$ cat config.mk
export PLATFORM = sky130hd
export DESIGN_NAME = axi_wr_interconnect
export DESIGN_NICKNAME = d
export VERILOG_FILES = /design/src/common/axi_wr_pkg.sv /design/src/hw/route_fifo.sv /design/src/hw/aw_tagger.sv /design/src/hw/w_router.sv /design/src/hw/axi_wr_interconnect.sv
export SDC_FILE = /design/constraint.sdc
export NUM_CORES = 1
export LEC_CHECK = 0
export ABC_AREA = 1
export BUFFER_PORTS_ARGS = -buffer_cell sky130_fd_sc_hd__buf_2
export CAP_MARGIN = 25
export CORE_AREA = 2 2 79 81
export CTS_CLUSTER_SIZE = 28
export DETAILED_ROUTE_END_ITERATION = 16
export DIE_AREA = 0 0 81 83
export PLACE_DENSITY = 0.82
export SLEW_MARGIN = 10
export SYNTH_ARGS = -nofsm -noshare
export SYNTH_HDL_FRONTEND = slang
export SYNTH_SLANG_ARGS = --single-unit
$ cat constraint.sdc
create_clock -name clk -period 6.73 [get_ports clk]
set_input_delay 1.0095 -clock clk [delete_from_list [all_inputs] [get_ports clk]]
set_output_delay 1.0095 -clock clk [all_outputs]
set_load 0.05 [all_outputs]
$ cat src/common/axi_wr_pkg.sv
package axi_wr_pkg;

    ////////////////////////////////////////
    // Bus widths
    ////////////////////////////////////////

    localparam int addr_w = 32;
    localparam int data_w = 32;
    localparam int strb_w = data_w / 8;

    // Slave-side ID carries the sequence number above the master ID
    localparam int mid_w = 2;
    localparam int seq_w = 4;
    localparam int sid_w = mid_w + seq_w;

    ////////////////////////////////////////
    // Address map
    ////////////////////////////////////////

    localparam int num_slaves = 6;

    typedef logic [2:0] slave_idx_t;

    // Catches every unmapped address for decode errors
    localparam slave_idx_t default_slave = 3'd5;

    typedef enum logic [1:0] {
        burst_fixed = 2'b00,
        burst_incr  = 2'b01,
        burst_wrap  = 2'b10
    } burst_e;

    ////////////////////////////////////////
    // Channel payloads
    ////////////////////////////////////////

    // Write address beat as the master sends it
    typedef struct packed {
        logic [mid_w-1:0]  id;
        logic [addr_w-1:0] addr;
        logic [7:0]        len;
        logic [2:0]        size;
        burst_e            burst;
    } aw_req_t;

    // Same beat after ID tagging, broadcast to all slaves
    typedef struct packed {
        logic [sid_w-1:0]  id;
        logic [addr_w-1:0] addr;
        logic [7:0]        len;
        logic [2:0]        size;
        burst_e            burst;
    } aw_fwd_t;

    typedef struct packed {
        logic [data_w-1:0] data;
        logic [strb_w-1:0] strb;
        logic              last;
    } w_beat_t;

    // Top three address bits pick the slave, 5 to 7 fall to the default slave
    function automatic slave_idx_t decode_slave(input logic [addr_w-1:0] addr);
        slave_idx_t region;
        region = addr[addr_w-1 -: 3];
        if (region < default_slave) begin
            return region;
        end
        return default_slave;
    endfunction

endpackage

$ cat src/hw/route_fifo.sv
module route_fifo
    import axi_wr_pkg::*;
#(
    parameter int fifo_depth = 4
) (
    input  logic       clk,
    input  logic       rst_n,

    input  logic       push,
    input  slave_idx_t push_idx,
    input  logic       pop,

    output slave_idx_t head_idx,
    output logic       empty,
    output logic       full
);

    localparam int ptr_w = (fifo_depth > 1) ? $clog2(fifo_depth) : 1;
    localparam int cnt_w = $clog2(fifo_depth + 1);

    slave_idx_t       mem [fifo_depth];
    logic [ptr_w-1:0] wr_ptr;
    logic [ptr_w-1:0] rd_ptr;
    logic [cnt_w-1:0] count;

    ////////////////////////////////////////
    // Storage
    ////////////////////////////////////////

    always_ff @(posedge clk) begin
        if (push) begin
            mem[wr_ptr] <= push_idx;
        end
    end

    ////////////////////////////////////////
    // Pointers and fill level
    ////////////////////////////////////////

    // Pointers wrap explicitly so any depth works
    always_ff @(posedge clk) begin
        if (!rst_n) begin
            wr_ptr <= '0;
            rd_ptr <= '0;
            count  <= '0;
        end else begin
            if (push) begin
                wr_ptr <= (wr_ptr == ptr_w'(fifo_depth - 1)) ? '0 : wr_ptr + 1'b1;
            end
            if (pop) begin
                rd_ptr <= (rd_ptr == ptr_w'(fifo_depth - 1)) ? '0 : rd_ptr + 1'b1;
            end
            // Simultaneous push and pop leaves the level unchanged
            if (push && !pop) begin
                count <= count + 1'b1;
            end else if (pop && !push) begin
                count <= count - 1'b1;
            end
        end
    end

    assign head_idx = mem[rd_ptr];
    assign empty    = (count == '0);
    assign full     = (count == cnt_w'(fifo_depth));

    // Tagger and router must respect the flags
    a_no_push_full : assert property (
        @(posedge clk) disable iff (!rst_n) push |-> !full
    ) else $error("route_fifo: push while full");

    a_no_pop_empty : assert property (
        @(posedge clk) disable iff (!rst_n) pop |-> !empty
    ) else $error("route_fifo: pop while empty");

endmodule

$ cat src/hw/aw_tagger.sv
module aw_tagger
    import axi_wr_pkg::*;
(
    input  logic                  clk,
    input  logic                  rst_n,

    input  aw_req_t               m_aw,
    input  logic                  m_aw_valid,
    output logic                  m_aw_ready,

    output aw_fwd_t               s_aw,
    output logic [num_slaves-1:0] s_aw_valid,
    input  logic [num_slaves-1:0] s_aw_ready,

    // Route FIFO write side
    input  logic                  full,
    output logic                  push,
    output slave_idx_t            push_idx
);

    logic [seq_w-1:0] seq;
    slave_idx_t       target;
    logic             accept;

    ////////////////////////////////////////
    // Decode and steer
    ////////////////////////////////////////

    assign target = decode_slave(m_aw.addr);

    // Payload goes to every slave, only the target sees valid
    always_comb begin
        s_aw.id    = {seq, m_aw.id};
        s_aw.addr  = m_aw.addr;
        s_aw.len   = m_aw.len;
        s_aw.size  = m_aw.size;
        s_aw.burst = m_aw.burst;
    end

    always_comb begin
        s_aw_valid = '0;
        // Hold the address back while no route slot is free
        if (m_aw_valid && !full) begin
            s_aw_valid[target] = 1'b1;
        end
    end

    // Ready comes back only from the slave that was offered the beat
    assign m_aw_ready = |(s_aw_valid & s_aw_ready);
    assign accept     = m_aw_valid && m_aw_ready;

    assign push     = accept;
    assign push_idx = target;

    ////////////////////////////////////////
    // Sequence counter
    ////////////////////////////////////////

    // Counts accepted addresses, wraps at 16
    always_ff @(posedge clk) begin
        if (!rst_n) begin
            seq <= '0;
        end else if (accept) begin
            seq <= seq + 1'b1;
        end
    end

    ////////////////////////////////////////
    // Checks
    ////////////////////////////////////////

    // An offered address stays on the same slave until that slave takes it
    a_aw_valid_held : assert property (
        @(posedge clk) disable iff (!rst_n)
        (|s_aw_valid && !m_aw_ready) |=> $stable(s_aw_valid)
    ) else $error("aw_tagger: AW valid dropped or moved before the handshake");

endmodule

$ cat src/hw/w_router.sv
module w_router
    import axi_wr_pkg::*;
(
    // Master write data
    input  w_beat_t               m_w,
    input  logic                  m_w_valid,
    output logic                  m_w_ready,

    // Broadcast data, one handshake bit per slave
    output w_beat_t               s_w,
    output logic [num_slaves-1:0] s_w_valid,
    input  logic [num_slaves-1:0] s_w_ready,

    // Route FIFO read side
    input  slave_idx_t            head_idx,
    input  logic                  empty,
    output logic                  pop
);

    logic beat_done;

    ////////////////////////////////////////
    // Steering
    ////////////////////////////////////////

    // Beats pass unchanged, the route only picks who sees valid
    assign s_w = m_w;

    always_comb begin
        s_w_valid = '0;
        m_w_ready = 1'b0;
        // No route yet, so early data waits at the master
        if (!empty) begin
            s_w_valid[head_idx] = m_w_valid;
            m_w_ready           = s_w_ready[head_idx];
        end
    end

    ////////////////////////////////////////
    // Route release
    ////////////////////////////////////////

    assign beat_done = m_w_valid && m_w_ready;

    // Last beat of the burst frees the head route
    assign pop = beat_done && m_w.last;

endmodule

$ cat src/hw/axi_wr_interconnect.sv
module axi_wr_interconnect
    import axi_wr_pkg::*;
#(
    parameter int fifo_depth = 4
) (
    input  logic                  clk,
    input  logic                  rst_n,

    // Master side
    input  aw_req_t               m_aw,
    input  logic                  m_aw_valid,
    output logic                  m_aw_ready,
    input  w_beat_t               m_w,
    input  logic                  m_w_valid,
    output logic                  m_w_ready,

    // Slave side, payloads broadcast and one handshake bit per slave
    output aw_fwd_t               s_aw,
    output logic [num_slaves-1:0] s_aw_valid,
    input  logic [num_slaves-1:0] s_aw_ready,
    output w_beat_t               s_w,
    output logic [num_slaves-1:0] s_w_valid,
    input  logic [num_slaves-1:0] s_w_ready
);

    ////////////////////////////////////////
    // Route queue between AW and W
    ////////////////////////////////////////

    logic       push;
    slave_idx_t push_idx;
    logic       pop;
    slave_idx_t head_idx;
    logic       empty;
    logic       full;

    // Address side
    aw_tagger i_aw_tagger (
        .clk        (clk),
        .rst_n      (rst_n),
        .m_aw       (m_aw),
        .m_aw_valid (m_aw_valid),
        .m_aw_ready (m_aw_ready),
        .s_aw       (s_aw),
        .s_aw_valid (s_aw_valid),
        .s_aw_ready (s_aw_ready),
        .full       (full),
        .push       (push),
        .push_idx   (push_idx)
    );

    route_fifo #(
        .fifo_depth (fifo_depth)
    ) i_route_fifo (
        .clk      (clk),
        .rst_n    (rst_n),
        .push     (push),
        .push_idx (push_idx),
        .pop      (pop),
        .head_idx (head_idx),
        .empty    (empty),
        .full     (full)
    );

    // Data side
    w_router i_w_router (
        .m_w       (m_w),
        .m_w_valid (m_w_valid),
        .m_w_ready (m_w_ready),
        .s_w       (s_w),
        .s_w_valid (s_w_valid),
        .s_w_ready (s_w_ready),
        .head_idx  (head_idx),
        .empty     (empty),
        .pop       (pop)
    );

endmodule

Word-level counts from Yosys, hierarchy flattened
Memory sizes are Yosys's and may differ from the RTL's. A register that Yosys moved wholly into a read port is not among the register bits.
Cells that the tools add are included.
- flip-flop bits (word level): 11
- RAM bits: 12
- input bits: 100
- logic and storage cells: 54
- memories: 1
- memories (name ; depth ; width ; rd ports ; clocked after memory_dff ; write ports ; RTL line ; RTL):
    i_route_fifo.mem ; 4 ; 3 ; 1 ; 1 ; 1 ; route_fifo.sv:21 ; slave_idx_t mem [fifo_depth];
- add/subtract/negate cells: 5
- magnitude comparators: 5
- eq/ne operators: 3
- muxes and demuxes: 20
- bitwise gates (word level): 2
- reduce and logical (&&, ||, !) cells: 14
- operators with widths (cell ; count):
    $and A6 B6 Y6 ; 2
    $mux W3 ; 4
    $mux W6 ; 2
    $logic_and A1 B1 Y1 ; 8
    $lt A3 B4 Y1 const B ; 2
    $mux W2 ; 4
    $mux W1 ; 7
    $demux W1 S3 ; 2
    $ge A3 B1 Y1 const B ; 2
    $reduce_or A6 Y1 ; 1
    $add A2 B1 Y2 const B ; 2
    $add A4 B1 Y4 const B ; 1
    $eq A2 B2 Y1 const B ; 2
    $add A3 B1 Y3 const B ; 1
    $bmux W1 S3 ; 1
    $eq A3 B3 Y1 const B ; 1
    $logic_not A1 Y1 ; 3
    $logic_not A3 Y1 ; 1
    $lt A3 B3 Y1 const B ; 1
    $sub A3 B1 Y3 const B ; 1
    $reduce_bool A2 Y1 ; 1

Depth between registers and ports, before layout
- depth after elaboration: 15
- mapped depth: 17
- gate-level depth less buffers: 16

Modules after synthesis
Synthesis repeated with hierarchy kept, for this count alone.
- cell total of the unflattened synthesis: 268
- area, all modules: 2080.7 um^2
- by module, submodules not included (module ; times used ; cells each ; area an instance (um^2) ; sequential area each (um^2)):
    route_fifo ; 1 ; 88 ; 905.9 ; 540.5
    aw_tagger ; 1 ; 104 ; 723.2 ; 80.1
    w_router ; 1 ; 76 ; 451.7 ; 0.0

Least setup slack after synthesis
OpenSTA, ideal clock, no wires.
- path kind: in2out
- start point: input m_aw[44] (netlist name)
- end point: output s_aw_valid[1]
- data arrival time: 2696 ps
- data required time: 5720 ps
- path slack: 3025 ps
- cell stages on the path: 3
- path buffers: 1
- cells stage by stage: buf_6 -> a21oi_4 -> nor4_1
- word-level cells in the longest chain between the ends: 8
- elaborated cells on any way between the ends: 10
- classes of those cells: 3 x order compare; 6 x mux; 1 x reduce/logical
- ends and longest elaborated chain (what ; RTL line ; RTL):
    from (decl) ; axi_wr_interconnect.sv:10 ; input aw_req_t m_aw,
    $lt A3 B3 Y1 ; axi_wr_pkg.sv:65 ; if (region < default_slave) begin
    $mux W1 ; axi_wr_pkg.sv:65 ;
    $mux W3 (*) ; axi_wr_pkg.sv:68 ; return default_slave;
    $lt A3 B4 Y1 (not written as such) or $ge A3 B1 Y1 (tied branches) ; aw_tagger.sv:44 ; s_aw_valid[target] = 1'b1;
    $logic_and A1 B1 Y1 (not written as such) ; aw_tagger.sv:44 ;
    $mux W1 (not written as such) ; aw_tagger.sv:44 ;
    $demux W1 S3 (*) ; -- ;
    $mux W6 (*) ; aw_tagger.sv:43 ; if (m_aw_valid && !full) begin
    to (decl) ; axi_wr_interconnect.sv:19 ; output logic [num_slaves-1:0] s_aw_valid,
Every way passes the cells marked *; elsewhere a longest branch is shown, timed or not. The select of a mux whose other input is x is not followed.

Worst setup path in the final report
- start point: input m_aw[44] (netlist name)
- end point: output m_aw_ready
- word-level cells in the longest chain between the ends: 10
- elaborated cells on any way between the ends: 12
- classes of those cells: 3 x order compare; 6 x mux; 1 x bitwise; 2 x reduce/logical
- ends and longest elaborated chain (what ; RTL line ; RTL):
    $lt A3 B3 Y1 (*) ; axi_wr_pkg.sv:65 ;
    $mux W1 (*) ; axi_wr_pkg.sv:65 ;
    $mux W3 (*) ; axi_wr_pkg.sv:68 ;
    net i_aw_tagger.push_idx[1] ; aw_tagger.sv:18 ; output slave_idx_t push_idx
    $lt A3 B4 Y1 (not written as such) or $ge A3 B1 Y1 (tied branches) ; aw_tagger.sv:44 ;
    $logic_and A1 B1 Y1 (not written as such) ; aw_tagger.sv:44 ;
    $mux W1 (not written as such) ; aw_tagger.sv:44 ;
    $demux W1 S3 (*) ; -- ;
    $mux W6 (*) ; aw_tagger.sv:43 ;
    $and A6 B6 Y6 (*) ; aw_tagger.sv:49 ; assign m_aw_ready = |(s_aw_valid & s_aw_ready);
    $reduce_or A6 Y1 (*) ; aw_tagger.sv:49 ;
    to (decl) ; axi_wr_interconnect.sv:12 ; output logic m_aw_ready,
The timed path passes the listed nets; every way through them passes the cells marked *. The select of a mux whose other input is x is not followed.

==> results.txt <==
The flow ran to the end, and the final reports show no timing, DRC or antenna violations. The count of instances resized after the clock tree is built is 0. For this run, design rule violations remaining after detail routing come to 0. The maximum clock frequency came out at 0.306 GHz.

TritonCTS built the clock tree. The static leakage came out at 0.930 nW. The maximum number of buffers from clock root to sink came out at 2.

The part of the power in the clock network is 21.9%. The distinct cell type count of the synthesized netlist came out at 28. In the final layout, the share of cells above drive strength 1 is around 24%. The fill cell instance count of the final layout is 630.

The cell area after technology mapping is 0.00216 mm2. The final-report max-slew violation count came out at 0. During I/O placement, the number of pins put on the boundary was between 200 and 250. The power spent charging and discharging nets came out at 157 uW.

After floorplanning, the core was divided into 28 placement rows. The TritonCTS buffer count came out at 3. The largest vdd supply drop is between 0.15 and 0.2 mV. The placer's final routability congestion estimate is around 0.8. The aggregate routed wire length came out at 5810 um.

The residual overflow from global routing is 0. The area of the die came out at 0.00672 mm2. The via count of the first global-routing pass is 1,485.

The Yosys step of the flow raised 0 warnings. The buffers inserted during post-CTS setup optimization is 0. The clock insertion delay at the later pin of the skew report came out at about 270 ps.

Before antenna repair, the detailed router went through 5 iterations. The global-route wire length before repair is between 8000 and 9000 um. The count of mapped cells out of synthesis came out at 290. The largest net degree at the start of global routing is 16.

Of the total power, combinational logic draws 33.9%. The synthesized design spends more area on one cell type than any other, namely sky130_fd_sc_hd__buf_4. The detailed router placed 1,496 vias in this run. The transition time at the pin with the least slew margin is 526 ps. Yosys attributes the largest share of cell area to sky130_fd_sc_hd__buf_4, sky130_fd_sc_hd__edfxtp_1, sky130_fd_sc_hd__dfxtp_1, sky130_fd_sc_hd__nand2_1, sky130_fd_sc_hd__nand3_1.

The count of maximum capacitance violations is 0. The worst hold slack came out at 491 ps. The floorplan die height is between 80 and 90 um. The minimum clock period after layout is 3270 ps. The width of the die is 81 um.

The number of hold buffers added after CTS was 0. The most frequent cell on the critical path is sky130_fd_sc_hd__buf_2. Once detail routing completed, the nets flagged for antenna violations numbered 0. The met3 demand-to-capacity share in global routing came out at 15.1%.

Walking the worst path, the cells encountered are buf_2, nor2_1, nand3_1, nand2_2, nor2_4, nand2_1, buf_2. The switching power share of the total is 38.2%. STA classifies the critical path startpoint as a primary input. For the worst setup path, the data arrival time is ~2300 ps.

The top cell types in the final layout, fill and taps aside, are sky130_fd_sc_hd__nand2_1, sky130_fd_sc_hd__buf_2, sky130_fd_sc_hd__nor2_1. The HPWL reported at the end of detailed placement came out at 5110 um. STA classifies the critical path endpoint as an output port. The sequential group share of total power came out at 44.2%. In this run the clock root is driven by a sky130_fd_sc_hd__clkbuf_8. When the netlist entered floorplanning its net count stood at 398. The worst clock skew is 8.11 ps. The average size of a mapped cell came out at about 7.5 um2. The worst path required time is 5720 ps. After the first detailed-routing iteration, the DRC count stood at 33. The cell internal power dissipation is 254 uW. The area of the core region came out at around 0.0058 mm2. met2 is the most crowded layer. The dominant register cell in the synthesized netlist is sky130_fd_sc_hd__dfxtp_1. In the synthesized netlist the async set-or-reset flop fraction comes to 0%.

The total number of nets in the final design is around 360. The setup violation total in the final timing report is 0. The library cell used most frequently in the layout, excluding fill and tap cells, is sky130_fd_sc_hd__nand2_1. The average detailed-routed wire length per instance came out at 18.0 um. The clock edge transition at the registers on the reported setup and hold paths came out at 90 ps.

Yosys mapped a number of flops with a built-in enable equal to 12. The worst path uses 48.6% of the clock period. The routed via count divided by cell count is 4.65. The total inserted antenna cells came out at 0. The slowest stage of the critical path belongs to the cell sky130_fd_sc_hd__nor2_1.

From synthesis to final layout, the design area changed by -14.4%. The initial antenna violation count is 0. The met1 layer usage reported by global route is about an eighth. After routing, the total negative slack on setup checks comes to 0 ps. The power per standard cell area is around 220 mW/mm2. The number of buffers added on ports came out at just over 40. After synthesis the netlist holds a flip-flop and latch count of 25. With fillers left out, the area of the finished cells amounts to 0.00185 mm2.

Once the floorplan was initialized, standard cells occupied 37.2% of the core. The stage delay of the slowest cell on the critical path came out at 450 ps. The total routing usage reported by global routing came out at between 10% and 20%. The largest driver fanout on the critical path is 12. The worst max-slew margin expressed relative to the limit is 64.8%. The portion of the post-synthesis area used by sequential elements is 28.7%. The cell area after placement is 0.00180 mm2.

CTS built an H-tree with a depth of 1. The share of synthesized area in the top cell type comes to 29.5%. The count of endpoints failing hold in the final timing report is 0. The global routing usage on met2 is 29.2%.

The worst setup path is of the primary input to output port kind. The clock net in this run drives a total of 25 sinks. The worst hold path belongs to the class flip-flop to flip-flop.

Setup repair after global routing left no endpoint under its margin.
sequential cells by signal, indices dropped and copies added, names as in the netlist, named ones only:
name                 cells
i_route_fifo.wr_ptr      2
i_route_fifo.count       3
i_route_fifo.rd_ptr      2
i_route_fifo.mem        12
i_aw_tagger.seq          4
through the flow:
stage                     power [mW]  std cells  util (%)  setup WS (ps)
after floorplan                0.421        290         -           3020
after global placement         0.321        318      31.0           3520
after detailed placement       0.325        318      31.0           3450
after CTS                      0.415        322      31.8           3440
after global routing           0.441        322      31.8           3330
final                          0.411        322      31.8           3460
critical path: cells and delay by family:
family                 cells  cell delay (ps)
AND/OR/NAND/NOR            5              830
buffers and inverters      2              420
synthesized netlist by cell type, types with 2 or more instances:
| cell type | n |
|---|---|
| sky130_fd_sc_hd__nand2_2 | 3 |
| sky130_fd_sc_hd__nor2_4 | 2 |
| sky130_fd_sc_hd__buf_4 | 85 |
| sky130_fd_sc_hd__inv_1 | 31 |
| sky130_fd_sc_hd__nor3_1 | 4 |
| sky130_fd_sc_hd__inv_2 | 3 |
| sky130_fd_sc_hd__nor2_1 | 32 |
| sky130_fd_sc_hd__o21ai_0 | 4 |
| sky130_fd_sc_hd__edfxtp_1 | 12 |
| sky130_fd_sc_hd__clkbuf_1 | 2 |
| sky130_fd_sc_hd__nand2_1 | 44 |
| sky130_fd_sc_hd__a21oi_1 | 7 |
| sky130_fd_sc_hd__nand3b_1 | 4 |
| sky130_fd_sc_hd__dfxtp_1 | 13 |
| sky130_fd_sc_hd__nand3_2 | 2 |
| sky130_fd_sc_hd__nand3_1 | 24 |
| sky130_fd_sc_hd__ha_1 | 7 |
path summary, 6_finish.rpt:
check / start / end / slack, ps / cells past startpoint
worst max-delay path: m_aw[44] / m_aw_ready / 3460 / 7
worst min-delay path: i_route_fifo.count[2]$_SDFFE_PN0P_ / i_route_fifo.count[2]$_SDFFE_PN0P_ / 490 / 2
worst max register to register: flip-flop / i_route_fifo.count[2]$_SDFFE_PN0P_ / 4150 / 15
worst min register to register: i_route_fifo.count[2]$_SDFFE_PN0P_ / i_route_fifo.count[2]$_SDFFE_PN0P_ / 490 / 2
logic make-up after synthesis:
family / share of synthesized area [%]
buffers and inverters: 36.6
DFF: 28.7
adders and majority gates: 4.98
and+or+nand+nor: 25.6
AOI/OAI and AO/OA: 3.30
xor gates and xnor gates: 0.811
final cells by class:
class                           instances  area [um2]  area share [%]
Timing Repair Buffer                   41         205            11.1
Tap cell                               75        93.8            5.07
Multi-Input combinational cell        142         749            40.5
Clock buffer                            3        41.3            2.23
Inverter                               35         134            7.23
Sequential cell                        25         621            33.5
Clock inverter                          1        6.26           0.338
routing by layer:
metal / up-vias / share of wire [%]
li1: 731 / -
met5: - / 0.74
met4: 2 / 2.4
met1: 642 / 23
met2: 107 / 51
met3: 14 / 23
power by group through the flow:
stage / Combinational, mW / Sequential (mW) / Clock, mW
6_report: 0.139 / 0.182 / 0.0900
5_1_grt: 0.159 / 0.184 / 0.0992
4_1_cts: 0.141 / 0.182 / 0.0930
3_5_place_dp: 0.140 / 0.185 / 0
3_3_place_gp: 0.136 / 0.185 / 0
2_1_floorplan: 0.234 / 0.187 / 0
Power figures use the tool's default switching activity.
